`src/hw/synth_pkg.sv`:
```
//////////////////////////////////////////////////////////////////////
// shared widths, event opcodes, decoder states and register map for
// the two channel synthesizer; imported by the modules that need them
//////////////////////////////////////////////////////////////////////
package synth_pkg;

    // midi field widths
    localparam int KEY_W   = 7;
    localparam int VEL_W   = 7;
    localparam int BEND_W  = 14;
    localparam int PHASE_W = 16;            // oscillator accumulator

    localparam logic [BEND_W-1:0] BEND_CENTER = 14'd8192;   // wheel at rest

    // note events, decoder to engine
    typedef enum logic [1:0] {
        EVT_NOTE_ON  = 2'd0,
        EVT_NOTE_OFF = 2'd1,
        EVT_BEND     = 2'd2
    } evt_op_e;

    // message collector
    typedef enum logic [1:0] {
        ST_IDLE  = 2'd0,                    // no running status held
        ST_DATA1 = 2'd1,
        ST_DATA2 = 2'd2
    } dec_state_e;

    //////////////////////////////////////////////////////////////////////
    // cpu register map
    localparam logic [3:0] REG_CHANNEL = 4'd0;  // rw, low nibble
    localparam logic [3:0] REG_KEYS    = 4'd1;  // ro
    localparam logic [3:0] REG_BEND_LO = 4'd2;  // ro, bend[6:0]
    localparam logic [3:0] REG_BEND_HI = 4'd3;  // ro, bend[13:7]

endpackage
```
`src/hw/synthesizer.sv`:
```
//////////////////////////////////////////////////////////////////////
// two channel midi synthesizer top; midi receive and decode, voice
// engine, square wave mixer and cpu registers, all on reg_clk
//////////////////////////////////////////////////////////////////////
`timescale 1ns/10ps

module synthesizer
    import synth_pkg::*;
#(
    parameter int VOICES        = 8,
    parameter int CLKS_PER_BIT  = 32,
    parameter int EVT_DEPTH     = 4,
    parameter int AUD_BIT_DEPTH = 24,
    parameter int AMP_SHIFT     = 8
) (
    input  logic                            reg_clk,
    input  logic                            reg_reset_N,
    input  logic                            midi_rxd,       // idles high
    input  logic                            trig,           // sample strobe
    input  logic                            cpu_write,
    input  logic                            cpu_read,
    input  logic [3:0]                      cpu_address,
    input  logic [7:0]                      cpu_wdata,
    output logic [7:0]                      cpu_rdata,
    output logic [VOICES-1:0]               keys_on,
    output logic signed [AUD_BIT_DEPTH-1:0] lsound_out,
    output logic signed [AUD_BIT_DEPTH-1:0] rsound_out
);

    logic [7:0]              rx_byte;
    logic                    rx_valid;
    logic [3:0]              midi_ch;
    // decoder to engine
    logic                    evt_valid, evt_credit;
    evt_op_e                 evt_op;
    logic [KEY_W-1:0]        evt_key;
    logic [VEL_W-1:0]        evt_vel;
    logic [BEND_W-1:0]       evt_bend;
    // voice state
    logic [VOICES*KEY_W-1:0] voice_key;
    logic [VOICES*VEL_W-1:0] voice_vel;
    logic [BEND_W-1:0]       bend_val;

    //////////////////////////////////////////////////////////////////////
    // midi front end
    midi_uart_rx #(.CLKS_PER_BIT(CLKS_PER_BIT)) midi_uart_rx_inst (
        .reg_clk    (reg_clk),    .reg_reset_N (reg_reset_N),
        .midi_rxd   (midi_rxd),
        .rx_byte    (rx_byte),    .rx_valid    (rx_valid)
    );

    midi_decoder #(.EVT_DEPTH(EVT_DEPTH)) midi_decoder_inst (
        .reg_clk    (reg_clk),    .reg_reset_N (reg_reset_N),
        .rx_byte    (rx_byte),    .rx_valid    (rx_valid),
        .midi_ch    (midi_ch),    .evt_credit  (evt_credit),
        .evt_valid  (evt_valid),  .evt_op      (evt_op),
        .evt_key    (evt_key),    .evt_vel     (evt_vel),
        .evt_bend   (evt_bend)
    );

    //////////////////////////////////////////////////////////////////////
    // sound generation
    synth_engine #(.VOICES(VOICES), .EVT_DEPTH(EVT_DEPTH)) synth_engine_inst (
        .reg_clk    (reg_clk),    .reg_reset_N (reg_reset_N),
        .evt_valid  (evt_valid),  .evt_op      (evt_op),
        .evt_key    (evt_key),    .evt_vel     (evt_vel),
        .evt_bend   (evt_bend),   .evt_credit  (evt_credit),
        .voice_on   (keys_on),    // key map is the voice on vector
        .voice_key  (voice_key),  .voice_vel   (voice_vel),
        .bend_val   (bend_val)
    );

    voice_mixer #(
        .VOICES(VOICES), .PHASE_W(PHASE_W),
        .AUD_BIT_DEPTH(AUD_BIT_DEPTH), .AMP_SHIFT(AMP_SHIFT)
    ) voice_mixer_inst (
        .reg_clk    (reg_clk),    .reg_reset_N (reg_reset_N),
        .trig       (trig),       .voice_on    (keys_on),
        .voice_key  (voice_key),  .voice_vel   (voice_vel),
        .bend_val   (bend_val),
        .lsound_out (lsound_out), .rsound_out  (rsound_out)
    );

    // cpu side
    synth_regs #(.VOICES(VOICES)) synth_regs_inst (
        .reg_clk     (reg_clk),     .reg_reset_N (reg_reset_N),
        .cpu_write   (cpu_write),   .cpu_read    (cpu_read),
        .cpu_address (cpu_address), .cpu_wdata   (cpu_wdata),
        .keys_on     (keys_on),     .bend_val    (bend_val),
        .midi_ch     (midi_ch),     .cpu_rdata   (cpu_rdata)
    );

endmodule

```
`src/hw/synth_regs.sv`:
```
//////////////////////////////////////////////////////////////////////
// cpu register block; midi channel select plus read back of the key
// map and the current pitch bend
//////////////////////////////////////////////////////////////////////
`timescale 1ns/10ps

module synth_regs
    import synth_pkg::*;
#(
    parameter int VOICES = 8
) (
    input  logic              reg_clk,
    input  logic              reg_reset_N,
    input  logic              cpu_write,
    input  logic              cpu_read,
    input  logic [3:0]        cpu_address,
    input  logic [7:0]        cpu_wdata,
    input  logic [VOICES-1:0] keys_on,
    input  logic [BEND_W-1:0] bend_val,
    output logic [3:0]        midi_ch,
    output logic [7:0]        cpu_rdata
);

    // only REG_CHANNEL is writable
    always_ff @(posedge reg_clk) begin
        if (!reg_reset_N)
            midi_ch <= 4'h0;
        else if (cpu_write && cpu_address == REG_CHANNEL)
            midi_ch <= cpu_wdata[3:0];
    end

    // read data lands a cycle after cpu_read, held until the next read
    always_ff @(posedge reg_clk) begin
        if (!reg_reset_N) begin
            cpu_rdata <= 8'h00;
        end else if (cpu_read) begin
            case (cpu_address)
                REG_CHANNEL: cpu_rdata <= {4'h0, midi_ch};
                REG_KEYS:    cpu_rdata <= 8'(keys_on);          // voices 7..0
                REG_BEND_LO: cpu_rdata <= {1'b0, bend_val[6:0]};
                REG_BEND_HI: cpu_rdata <= {1'b0, bend_val[13:7]};
                default:     cpu_rdata <= 8'h00;                // unmapped
            endcase
        end
    end

endmodule

```
`src/hw/voice_mixer.sv`:
```
//////////////////////////////////////////////////////////////////////
// square wave voices; phases step on trig, even voices sum left and
// odd voices sum right into registered audio samples
//////////////////////////////////////////////////////////////////////
`timescale 1ns/10ps

module voice_mixer
    import synth_pkg::*;
#(
    parameter int VOICES        = 8,
    parameter int PHASE_W       = 16,
    parameter int AUD_BIT_DEPTH = 24,
    parameter int AMP_SHIFT     = 8
) (
    input  logic                            reg_clk,
    input  logic                            reg_reset_N,
    input  logic                            trig,
    input  logic [VOICES-1:0]               voice_on,
    input  logic [VOICES*KEY_W-1:0]         voice_key,
    input  logic [VOICES*VEL_W-1:0]         voice_vel,
    input  logic [BEND_W-1:0]               bend_val,
    output logic signed [AUD_BIT_DEPTH-1:0] lsound_out,
    output logic signed [AUD_BIT_DEPTH-1:0] rsound_out
);

    logic [PHASE_W-1:0]              phase [VOICES];
    logic signed [BEND_W:0]          bend_off;      // -8192..8191
    logic [PHASE_W-1:0]              bend_step;
    logic signed [AUD_BIT_DEPTH-1:0] amp;
    logic signed [AUD_BIT_DEPTH-1:0] l_sum, r_sum;

    assign bend_off  = $signed({1'b0, bend_val}) - $signed({1'b0, BEND_CENTER});
    assign bend_step = PHASE_W'(bend_off >>> 9);    // sign extended, +-16

    // step = (key + 1) << 4 plus bend, idle voices park at zero
    always_ff @(posedge reg_clk) begin
        if (!reg_reset_N) begin
            for (int i = 0; i < VOICES; i++)
                phase[i] <= '0;
        end else if (trig) begin
            for (int i = 0; i < VOICES; i++)
                phase[i] <= voice_on[i] ?
                    phase[i] + ((PHASE_W'(voice_key[i*KEY_W +: KEY_W]) + 1'b1) << 4)
                             + bend_step : '0;
        end
    end

    //////////////////////////////////////////////////////////////////////
    // sample sum, from the phase held when trig arrives
    always_comb begin
        l_sum = '0;
        r_sum = '0;
        amp   = '0;
        for (int i = 0; i < VOICES; i++) begin
            amp = AUD_BIT_DEPTH'(voice_vel[i*VEL_W +: VEL_W]) << AMP_SHIFT;
            if (!voice_on[i])
                amp = '0;
            else if (phase[i][PHASE_W-1])
                amp = -amp;                 // low half of the square
            if (i % 2 == 0)
                l_sum = l_sum + amp;
            else
                r_sum = r_sum + amp;
        end
    end

    always_ff @(posedge reg_clk) begin
        if (!reg_reset_N) begin
            lsound_out <= '0;
            rsound_out <= '0;
        end else if (trig) begin
            lsound_out <= l_sum;
            rsound_out <= r_sum;
        end
    end

endmodule

```
`src/hw/synth_engine.sv`:
```
//////////////////////////////////////////////////////////////////////
// voice engine; queues note events, pops one per cycle, allocates the
// lowest free voice and holds the pitch bend value
//////////////////////////////////////////////////////////////////////
`timescale 1ns/10ps

module synth_engine
    import synth_pkg::*;
#(
    parameter int VOICES    = 8,
    parameter int EVT_DEPTH = 4
) (
    input  logic                    reg_clk,
    input  logic                    reg_reset_N,
    input  logic                    evt_valid,
    input  evt_op_e                 evt_op,
    input  logic [KEY_W-1:0]        evt_key,
    input  logic [VEL_W-1:0]        evt_vel,
    input  logic [BEND_W-1:0]       evt_bend,
    output logic                    evt_credit,
    output logic [VOICES-1:0]       voice_on,
    output logic [VOICES*KEY_W-1:0] voice_key,
    output logic [VOICES*VEL_W-1:0] voice_vel,
    output logic [BEND_W-1:0]       bend_val
);

    localparam int PTR_W = $clog2(EVT_DEPTH);
    localparam int CNT_W = $clog2(EVT_DEPTH + 1);
    localparam int IDX_W = $clog2(VOICES);

    // event queue
    evt_op_e           q_op   [EVT_DEPTH];
    logic [KEY_W-1:0]  q_key  [EVT_DEPTH];
    logic [VEL_W-1:0]  q_vel  [EVT_DEPTH];
    logic [BEND_W-1:0] q_bend [EVT_DEPTH];
    logic [PTR_W-1:0]  wr_ptr, rd_ptr;
    logic [CNT_W-1:0]  q_count;
    logic              pop;

    // allocator
    logic              free_hit, key_hit;
    logic [IDX_W-1:0]  free_idx, key_idx;
    logic              claim, refresh, dup_key;

    assign pop        = q_count != '0;
    assign evt_credit = pop;                // credit back per pop

    always_ff @(posedge reg_clk) begin
        if (evt_valid) begin
            q_op[wr_ptr]   <= evt_op;
            q_key[wr_ptr]  <= evt_key;
            q_vel[wr_ptr]  <= evt_vel;
            q_bend[wr_ptr] <= evt_bend;
        end
    end

    always_ff @(posedge reg_clk) begin
        if (!reg_reset_N) begin
            wr_ptr  <= '0;
            rd_ptr  <= '0;
            q_count <= '0;
        end else begin
            if (evt_valid)
                wr_ptr <= (wr_ptr == PTR_W'(EVT_DEPTH - 1)) ? '0 : wr_ptr + 1'b1;
            if (pop)
                rd_ptr <= (rd_ptr == PTR_W'(EVT_DEPTH - 1)) ? '0 : rd_ptr + 1'b1;
            q_count <= q_count + CNT_W'(evt_valid) - CNT_W'(pop);
        end
    end

    //////////////////////////////////////////////////////////////////////
    // lowest free voice, and any voice already on this key
    always_comb begin
        free_hit = 1'b0;
        free_idx = '0;
        key_hit  = 1'b0;
        key_idx  = '0;
        for (int i = VOICES - 1; i >= 0; i--) begin   // downward, lowest wins
            if (!voice_on[i]) begin
                free_hit = 1'b1;
                free_idx = IDX_W'(i);
            end
            if (voice_on[i] && voice_key[i*KEY_W +: KEY_W] == q_key[rd_ptr]) begin
                key_hit = 1'b1;
                key_idx = IDX_W'(i);
            end
        end
    end

    assign claim   = pop && q_op[rd_ptr] == EVT_NOTE_ON && !key_hit && free_hit;
    assign refresh = pop && q_op[rd_ptr] == EVT_NOTE_ON && key_hit;

    always_ff @(posedge reg_clk) begin
        if (!reg_reset_N) begin
            voice_on <= '0;
            bend_val <= BEND_CENTER;
        end else begin
            if (claim)
                voice_on[free_idx] <= 1'b1;
            if (pop && q_op[rd_ptr] == EVT_NOTE_OFF) begin
                for (int i = 0; i < VOICES; i++)
                    if (voice_key[i*KEY_W +: KEY_W] == q_key[rd_ptr])
                        voice_on[i] <= 1'b0;
            end
            if (pop && q_op[rd_ptr] == EVT_BEND)
                bend_val <= q_bend[rd_ptr];
        end
    end

    always_ff @(posedge reg_clk) begin
        if (claim) begin
            voice_key[free_idx*KEY_W +: KEY_W] <= q_key[rd_ptr];
            voice_vel[free_idx*VEL_W +: VEL_W] <= q_vel[rd_ptr];
        end
        if (refresh)
            voice_vel[key_idx*VEL_W +: VEL_W] <= q_vel[rd_ptr];  // retrigger
    end

    always_comb begin
        dup_key = 1'b0;
        for (int i = 0; i < VOICES; i++)
            for (int j = i + 1; j < VOICES; j++)
                if (voice_on[i] && voice_on[j] &&
                    voice_key[i*KEY_W +: KEY_W] == voice_key[j*KEY_W +: KEY_W])
                    dup_key = 1'b1;
    end

    a_no_overflow : assert property (@(posedge reg_clk) disable iff (!reg_reset_N)
        evt_valid |-> q_count != CNT_W'(EVT_DEPTH));
    a_unique_keys : assert property (@(posedge reg_clk) disable iff (!reg_reset_N)
        !dup_key);

endmodule

```
`src/hw/midi_decoder.sv`:
```
//////////////////////////////////////////////////////////////////////
// midi message parser; filters one channel, keeps running status and
// sends note and bend events to the engine against a credit count
//////////////////////////////////////////////////////////////////////
`timescale 1ns/10ps

module midi_decoder
    import synth_pkg::*;
#(
    parameter int EVT_DEPTH = 4
) (
    input  logic              reg_clk,
    input  logic              reg_reset_N,
    input  logic [7:0]        rx_byte,
    input  logic              rx_valid,
    input  logic [3:0]        midi_ch,
    input  logic              evt_credit,
    output logic              evt_valid,
    output evt_op_e           evt_op,
    output logic [KEY_W-1:0]  evt_key,
    output logic [VEL_W-1:0]  evt_vel,
    output logic [BEND_W-1:0] evt_bend
);

    localparam int CRED_W = $clog2(EVT_DEPTH + 1);

    dec_state_e        state;
    logic [3:0]        status_hi;           // 8, 9 or E while not idle
    logic [6:0]        data1;
    logic [CRED_W-1:0] credits;
    logic              is_status;
    logic              is_realtime;
    logic              msg_done;
    logic              send;

    assign is_realtime = rx_byte >= 8'hF8;
    assign is_status   = rx_byte[7];
    assign msg_done    = rx_valid && !is_status && state == ST_DATA2;
    assign send        = msg_done && credits != '0;   // no credit, message lost

    //////////////////////////////////////////////////////////////////////
    // status and data byte tracking
    always_ff @(posedge reg_clk) begin
        if (!reg_reset_N) begin
            state     <= ST_IDLE;
            status_hi <= 4'h0;
        end else if (rx_valid && !is_realtime) begin
            if (is_status) begin
                status_hi <= rx_byte[7:4];
                if ((rx_byte[7:4] == 4'h8 || rx_byte[7:4] == 4'h9 ||
                     rx_byte[7:4] == 4'hE) && rx_byte[3:0] == midi_ch)
                    state <= ST_DATA1;
                else
                    state <= ST_IDLE;       // foreign or unhandled status
            end else begin
                case (state)
                    ST_DATA1: state <= ST_DATA2;
                    ST_DATA2: state <= ST_DATA1;    // running status
                    default:  state <= ST_IDLE;     // stray data byte
                endcase
            end
        end
    end

    always_ff @(posedge reg_clk) begin
        if (rx_valid && !is_status && state == ST_DATA1)
            data1 <= rx_byte[6:0];
    end

    //////////////////////////////////////////////////////////////////////
    // event out
    always_ff @(posedge reg_clk) begin
        if (!reg_reset_N)
            evt_valid <= 1'b0;
        else
            evt_valid <= send;
    end

    always_ff @(posedge reg_clk) begin
        if (msg_done) begin
            evt_key  <= data1;
            evt_vel  <= rx_byte[6:0];
            evt_bend <= {rx_byte[6:0], data1};      // msb data byte second
            case (status_hi)
                4'h9:    evt_op <= (rx_byte[6:0] == 7'd0) ? EVT_NOTE_OFF : EVT_NOTE_ON;
                4'hE:    evt_op <= EVT_BEND;
                default: evt_op <= EVT_NOTE_OFF;
            endcase
        end
    end

    // one credit per event, returned when the engine pops it
    always_ff @(posedge reg_clk) begin
        if (!reg_reset_N)
            credits <= CRED_W'(EVT_DEPTH);
        else
            credits <= credits - CRED_W'(send) + CRED_W'(evt_credit);
    end

    a_credit_max : assert property (@(posedge reg_clk) disable iff (!reg_reset_N)
        credits <= CRED_W'(EVT_DEPTH));

endmodule

```
`src/hw/midi_uart_rx.sv`:
```
//////////////////////////////////////////////////////////////////////
// serial midi receiver, 8N1 at CLKS_PER_BIT reg_clk cycles per bit;
// hands each good byte to the decoder as a one cycle pulse
//////////////////////////////////////////////////////////////////////
`timescale 1ns/10ps

module midi_uart_rx #(
    parameter int CLKS_PER_BIT = 32
) (
    input  logic       reg_clk,
    input  logic       reg_reset_N,
    input  logic       midi_rxd,
    output logic [7:0] rx_byte,
    output logic       rx_valid
);

    localparam int CNT_W = $clog2(CLKS_PER_BIT);

    logic [1:0]       rx_sync;              // metastability pair
    logic             busy;
    logic [3:0]       bit_idx;              // 0 start, 1..8 data, 9 stop
    logic [CNT_W-1:0] cnt;                  // cycles to next sample point
    logic [7:0]       shift_q;

    always_ff @(posedge reg_clk) begin
        if (!reg_reset_N) begin
            rx_sync  <= 2'b11;              // line idles high
            busy     <= 1'b0;
            bit_idx  <= '0;
            cnt      <= '0;
            rx_valid <= 1'b0;
        end else begin
            rx_sync  <= {rx_sync[0], midi_rxd};
            rx_valid <= 1'b0;
            if (!busy) begin
                if (!rx_sync[1]) begin      // falling edge of start bit
                    busy    <= 1'b1;
                    bit_idx <= '0;
                    cnt     <= CNT_W'(CLKS_PER_BIT / 2 - 1);   // aim at mid bit
                end
            end else if (cnt != '0) begin
                cnt <= cnt - 1'b1;
            end else begin
                cnt     <= CNT_W'(CLKS_PER_BIT - 1);
                bit_idx <= bit_idx + 1'b1;
                if (bit_idx == 4'd0 && rx_sync[1])
                    busy <= 1'b0;           // glitch, not a start bit
                if (bit_idx == 4'd9) begin
                    busy     <= 1'b0;
                    rx_valid <= rx_sync[1]; // framing error drops the byte
                end
            end
        end
    end

    // data bits, lsb first
    always_ff @(posedge reg_clk) begin
        if (busy && cnt == '0 && bit_idx != 4'd0 && bit_idx != 4'd9)
            shift_q <= {rx_sync[1], shift_q[7:1]};
    end

    assign rx_byte = shift_q;               // stable through the stop bit

    a_valid_pulse : assert property (@(posedge reg_clk) disable iff (!reg_reset_N)
        rx_valid |=> !rx_valid);

endmodule

```
`config.mk`:
```
export PLATFORM = sky130hd
export DESIGN_NAME = synthesizer
export DESIGN_NICKNAME = d
export VERILOG_FILES = /design/src/hw/synth_pkg.sv /design/src/hw/synthesizer.sv /design/src/hw/synth_regs.sv /design/src/hw/voice_mixer.sv /design/src/hw/synth_engine.sv /design/src/hw/midi_decoder.sv /design/src/hw/midi_uart_rx.sv
export SDC_FILE = /design/constraint.sdc
export NUM_CORES = 1
export LEC_CHECK = 0
export BUFFER_PORTS_ARGS = -buffer_cell sky130_fd_sc_hd__buf_2
export CAP_MARGIN = 25
export CORE_ASPECT_RATIO = 2
export CORE_MARGIN = 5
export CORE_UTILIZATION = 30
export DETAILED_ROUTE_END_ITERATION = 16
export GPL_TIMING_DRIVEN = 0
export PLACE_DENSITY = 0.56
export SLEW_MARGIN = 20
export SYNTH_ARGS = -nofsm -noshare
export SYNTH_HDL_FRONTEND = slang
export SYNTH_SLANG_ARGS = --single-unit
```
`constraint.sdc`:
```
create_clock -name reg_clk -period 15.4 [get_ports reg_clk]
set_input_delay 0.77 -clock reg_clk [delete_from_list [all_inputs] [get_ports reg_clk]]
set_output_delay 0.77 -clock reg_clk [all_outputs]
set_load 0.05 [all_outputs]
```
Yosys cells after proc, flatten, opt, wreduce, memory -nomap -nowiden
Memory sizes are Yosys's and may differ from the RTL's. A register that Yosys moved wholly into a read port is not among the register bits.
Cells that the tools add are included.
- shifts and indexed selects: 5
- bitwise gates (word level): 12
- add/subtract/negate cells: 49
- eq/ne operators: 27
- muxes and demuxes: 112
- multipliers: 2
- $lt $le $gt $ge: 3
- reductions and logical operators: 44
- operators with widths (operator ; count):
    2-to-1 mux 24 bit ; 16
    adder 16 bit ; 16
    2-to-1 mux 16 bit ; 16
    negator 15 -> 24 bit ; 8
    bitwise mux 56 bit ; 3
    indexed part select 7 x 34 -> 56 bit ; 3
    adder 24 bit ; 6
    2-to-1 mux 56 bit ; 2
    variable shift 7 x 34 -> 56 bit, first input constant ; 2
    negator 6 -> 34 bit ; 2
    adder 7 x 1 -> 8 bit, second input constant ; 8
    == test 7 bit ; 8
    2-to-1 mux 3 bit ; 16
    2-to-1 mux 1 bit ; 38
    one-hot mux 8 bit (4 select lines) ; 1
    logical AND 1 bit ; 26
    == test 4 bit, second input constant ; 6
    2-to-1 mux 2 bit ; 9
    2-to-1 mux 8 bit ; 2
    2-to-1 mux 5 bit ; 3
    subtractor 14 x 14 -> 15 bit, second input constant ; 1
    multiplier 3 x 3 -> 6 bit, second input constant ; 2
    2-to-1 mux 4 bit ; 3
    == test 2 bit, second input constant ; 4
    other kinds (30) ; 53
- output and inout bits: 64
- register bits: 255
- word-level logic and storage cells: 284
- memories: 5
- RAM bits: 248
- input port bits: 18
- memories (name ; words ; width ; rd ports ; clocked after Yosys merged registers in ; write ports ; line ; source):
    voice_mixer_inst.phase ; 8 ; 16 ; 8 ; 0 ; 8 ; voice_mixer.sv:26 ; logic [PHASE_W-1:0] phase [VOICES];
    synth_engine_inst.q_bend ; 4 ; 14 ; 1 ; 1 ; 1 ; synth_engine.sv:35 ; logic [BEND_W-1:0] q_bend [EVT_DEPTH];
    synth_engine_inst.q_key ; 4 ; 7 ; 1 ; 1 ; 1 ; synth_engine.sv:33 ; logic [KEY_W-1:0] q_key [EVT_DEPTH];
    synth_engine_inst.q_vel ; 4 ; 7 ; 1 ; 1 ; 1 ; synth_engine.sv:34 ; logic [VEL_W-1:0] q_vel [EVT_DEPTH];
    synth_engine_inst.q_op ; 4 ; 2 ; 1 ; 1 ; 1 ; synth_engine.sv:32 ; evt_op_e q_op [EVT_DEPTH];

Longest topological paths before layout
- depth after elaboration: 16
- mapped depth: 20
- gate-level depth less buffers: 20

Modules after synthesis
Synthesis repeated with hierarchy kept, for this count alone.
- cells, all modules: 3002
- area total of the unflattened synthesis: 32213.4 um2
- modules (own cells, without submodules) (module ; area each (um2) ; seq. area each (um2) ; instances ; cells an instance):
    voice_mixer ; 18351.4 ; 4484.3 ; 1 ; 1991
    synth_engine ; 10951.8 ; 7026.7 ; 1 ; 765
    midi_decoder ; 1347.5 ; 890.9 ; 1 ; 100
    midi_uart_rx ; 917.1 ; 500.5 ; 1 ; 81
    synth_regs ; 645.6 ; 240.2 ; 1 ; 65

Least setup slack after synthesis
OpenSTA, ideal clock, no wires.
- path kind: flip-flop to flip-flop
- start: register synth_engine_inst.bend_val[13] (read register of synth_engine_inst.q_bend)
- end: memory voice_mixer_inst.phase[1][15] (data pin)
- setup slack: 8.686 ns
- clock period less this slack: 6.714 ns
- buffers on the path: 1
- library setup time: 0.255 ns
- cell stages (with the launch flop): 13
- data arrival time: 6.459 ns
- cell sequence: dfxtp_1 > clkbuf_1 > clkinv_1 > fa_1 > ha_1 > a21oi_1 > o21bai_1 > a211oi_1 > o31ai_1 > o41ai_1 > o21ai_0 > xnor2_1 > nor2_1
- RTL lines (item ; line ; source):
    start, declared ; synth_engine.sv:24 ; output logic [BEND_W-1:0] bend_val
    end, declared ; voice_mixer.sv:26 ;

Final worst setup path
- start: register synth_engine_inst.voice_on[2]
- end: register voice_mixer_inst.lsound_out[23]
- cells in the longest elaborated chain, start to end: 4
- RTL lines (item ; line ; source):
    start, declared ; synth_engine.sv:21 ; output logic [VOICES-1:0] voice_on,
    start signal, assigned ; synth_engine.sv:95 ; voice_on <= '0;
    start signal, assigned by index ; synth_engine.sv:99 ; voice_on[free_idx] <= 1'b1;
    start signal, assigned by index ; synth_engine.sv:103 ; voice_on[i] <= 1'b0;
    2-to-1 mux 24 bit ; voice_mixer.sv:56 ; if (!voice_on[i])
    adder 24 bit (3 in a row) ; voice_mixer.sv:61 ; l_sum = l_sum + amp;
    end signal, assigned ; voice_mixer.sv:72 ; lsound_out <= l_sum;
    end, declared ; voice_mixer.sv:22 ; output logic signed [AUD_BIT_DEPTH-1:0] lsound_out,
Every way passes these cells.
A chain may end at the register's enable or synchronous reset.

==> flow_metrics.tcl <==
set metrics [dict create \
    num_rows 163 \
    wl_mm 83.6 \
    critPathMaxStageDelay_ns 0.71 \
    synth_edf_count 279 \
    setup_viol 0 \
    fin_util_pct 33.7 \
    cts_tree "built" \
    dr.pass1.iters 5 \
    cts-root-buf "clkbuf_16" \
    cts_buffers 41 \
    synthCells 2837 \
    ys_ff_latch 433 \
    synth.avg_cell_area_um2 10.4 \
    final_nets 3346 \
    setup_ws_ns 9.86 \
    start_util_pct 30.1 \
    min_from "midi_rxd" \
    clock-sinks 433 \
    synth_ff_type "edfxtp_1" \
    whs_endpoint "midi_uart_rx_inst.rx_sync[0]$_SDFF_PN1_" \
    ant_nets 0 \
    hold_depth 2 \
    crit_type "register to register" \
    die_w_um 232 \
    vias_per_cell 4.82 \
    cp_slowest_cell "clkbuf_1" \
    async_flop_share_pct 0 \
    cp_max_fo 10 \
    fp.coreArea_um2 98300 \
    postCtsSetupBuffers 0 \
    final_common_cell "nor2_1" \
    dp.cells 4238 \
    crit_path_start_kind "register" \
    tns_ns 0 \
    drv_cap 0 \
    htree_levels 2 \
    drc 0 \
    p_leak_nw 14.1 \
    end_kind "register" \
    placed_area_um2 31700 \
    postLayoutCellArea_um2 33200 \
    dp_hpwl_mm 66.4 \
    finalCritPeriodShare_pct 36.0 \
    overflow 0 \
    wl_per_cell_um 19.4 \
    hold_buffers 0 \
    first_iter_violations 809 \
    track_usage_pct 15.7 \
    max-slew-margin-rel_pct 30.9 \
    arrival_ns 6.00 \
    fin_crit_ns 5.54 \
    clk_pin_slew_worst_paths_ns 0.07 \
    finalHoldViolations 0 \
    synth_area_um2 29600 \
    antenna_found_initial 4 \
    grt_max_degree 80 \
    layoutNonFillerInstCount 4317 \
    total_power_mw 4.36 \
    hold_class "primary input to register" \
    status "completed" \
    synth_seq_area_share_pct 38.8 \
    routabilityCongestion 0.873 \
    r2r-end "voice_mixer_inst.lsound_out[23]$_SDFFE_PN0P_" \
    skew_ns 0.0353 \
    cts_max_path_buffers 3 \
    first_global_vias 22100 \
    design.die.area_um2 105000 \
    mostFrequentLayoutCells "nor2_1, inv_1, edfxtp_1" \
    synth_cell_types 84 \
    crit_required_ns 15.86 \
    ios 82 \
    synthToLayoutAreaGrowth_pct 12.1 \
    cp_cell_sequence "clkbuf_1 -> clkbuf_1 -> nand2_1 -> fa_1 -> inv_1 -> fa_1 -> ha_1 -> inv_1 -> fa_1 -> nor2b_1 -> o21ai_0 -> a21boi_0 -> o21ai_0 -> a21oi_1 -> o2111ai_1 -> a311oi_1 -> or3_1 -> nand3_1" \
    dpl_worst_slack_ns 9.88 \
    reg2reg_depth 18 \
    vdd_drop_max_uv 68.0 \
    layout-drive-gt1-share_pct 9.22 \
    worst_pin_slew_ns 1.04 \
    path_common_cell "fa_1" \
    r2r_slack_ns 9.86 \
    vias 20800 \
    cts_resized 0 \
    numPortBuffers 59 \
    die_y_um 454 \
    grt_pass1_wl_mm 127 \
    clk_latency_ns 0.58 \
    timing.hold.ws_ns 0.387 \
    rsz0062_at_grt "no" \
    max_clock_freq_mhz 181 \
    timing.rr.start "synth_engine_inst.voice_on[2]$_SDFF_PN0_" \
    yosys_warnings 0 \
    power.density_nw_per_um2 132 \
    slew_viol_final 0 \
]
==> critical path, delay by kind of cell (launching register included) <==
kind,cells,cell delay [ns]
AOI/OAI and AO/OA,6,1.41
adders and majority gates,4,1.68
buffers and inverters,4,1.37
DFF,1,0.40
and+or+nand+nor,4,0.54
==> power breakdown <==
part	switching (mW)	leakage (nW)	internal, mW	total, mW
Sequential	0.125	4.03	1.33	1.45
Clock	0.490	0.697	0.616	1.11
Combinational	1.08	9.41	0.719	1.80
Total	1.70	14.1	2.66	4.36
==> worst max-delay path by stage <==
stage                                                start                                           end  slack (ns)  cells after the start
5_1_grt           synth_engine_inst.voice_on[2]$_SDFF_PN0_  voice_mixer_inst.lsound_out[23]$_SDFFE_PN0P_        9.54                     18
4_1_cts        synth_engine_inst.bend_val[13]$_SDFFE_PN1P_   voice_mixer_inst.phase[1][15]$_SDFFCE_PN0P_        9.89                     13
3_3_place_gp   synth_engine_inst.bend_val[13]$_SDFFE_PN1P_   voice_mixer_inst.phase[1][15]$_SDFFCE_PN0P_        4.95                     12
3_5_place_dp   synth_engine_inst.bend_val[13]$_SDFFE_PN1P_   voice_mixer_inst.phase[1][15]$_SDFFCE_PN0P_        9.88                     13
6_report          synth_engine_inst.voice_on[2]$_SDFF_PN0_  voice_mixer_inst.lsound_out[23]$_SDFFE_PN0P_        9.86                     18
2_1_floorplan  synth_engine_inst.bend_val[13]$_SDFFE_PN1P_   voice_mixer_inst.phase[1][15]$_SDFFCE_PN0P_        8.69                     12
==> synthesized netlist by cell type, types with 8 or more instances <==
cell type	number	area share, %
nor2_1	324	4.1
inv_1	302	3.8
edfxtp_1	279	28
ha_1	239	10
xnor2_1	181	5.4
nand2_1	159	2.0
dfxtp_1	154	10
fa_1	128	8.7
a21oi_1	96	1.6
xor2_1	90	2.7
o21ai_0	72	1.2
mux2i_1	69	2.3
nand3_1	59	1.0
and3_1	57	1.2
nor3_1	53	0.90
clkbuf_1	49	0.62
a21o_1	45	1.1
and2_1	31	0.66
nor2b_1	31	0.66
mux4_2	29	2.2
or2_2	27	0.57
o31ai_1	23	0.58
or3_1	23	0.49
a31oi_1	17	0.36
buf_4	17	0.43
nand2b_1	17	0.36
a22o_1	16	0.47
nand4_1	16	0.34
o211ai_1	16	0.41
a211oi_1	15	0.38
o21a_1	13	0.33
o2bb2ai_1	13	0.39
mux2_2	12	0.46
buf_1	11	0.14
o21bai_1	10	0.25
a41oi_1	9	0.27
mux2_4	8	0.41
o41ai_1	8	0.24
==> kinds of logic (layout without fill, tap and decap cells) <==
kind of cell	count (synthesis)	in the layout	synth area share, %
buffers and inverters	392	534	5.39
adder cells (fa/ha/maj)	367	367	18.8
AO/OA/AOI/OAI	419	419	9.76
other	1	19	0.0127
AND/OR/NAND/NOR	829	829	13.3
multiplexers	123	123	5.85
XOR/XNOR	273	273	8.14
flip-flops	433	433	38.8
==> area by class of cell <==
class,count,area [um2]
Antenna cell,3,7.51
Buffer,88,454
Clock buffer,56,1230
Clock inverter,20,200
Fill cell,10200,65200
Inverter,304,1150
Multi-Input combinational cell,2027,16600
Sequential cell,433,11500
Tap cell,1320,1650
Timing Repair Buffer,66,387
==> per-layer routing <==
layer	GRT usage, %	share of wire [%]
met1	14.8	34
met2	32.4	57
met3	2.03	3.4
met4	7.54	5.3
met5	0	0
==> sequential cells by signal (all words and copies together), names as in the netlist, 5 cells and up, named ones only <==
| signal | count |
|---|---|
| synth_engine_inst.q_bend | 54 |
| voice_mixer_inst.lsound_out | 16 |
| synth_engine_inst.q_op | 8 |
| midi_decoder_inst.evt_bend | 14 |
| midi_uart_rx_inst.rx_byte | 8 |
| synth_engine_inst.voice_vel | 56 |
| synth_regs_inst.cpu_rdata | 8 |
| midi_uart_rx_inst.cnt | 5 |
| synth_engine_inst.bend_val | 14 |
| voice_mixer_inst.phase | 128 |
| midi_decoder_inst.data1 | 7 |
| synth_engine_inst.voice_on | 8 |
| synth_engine_inst.voice_key | 56 |
| voice_mixer_inst.rsound_out | 16 |
Note: power is estimated with default switching activity, not from simulation.
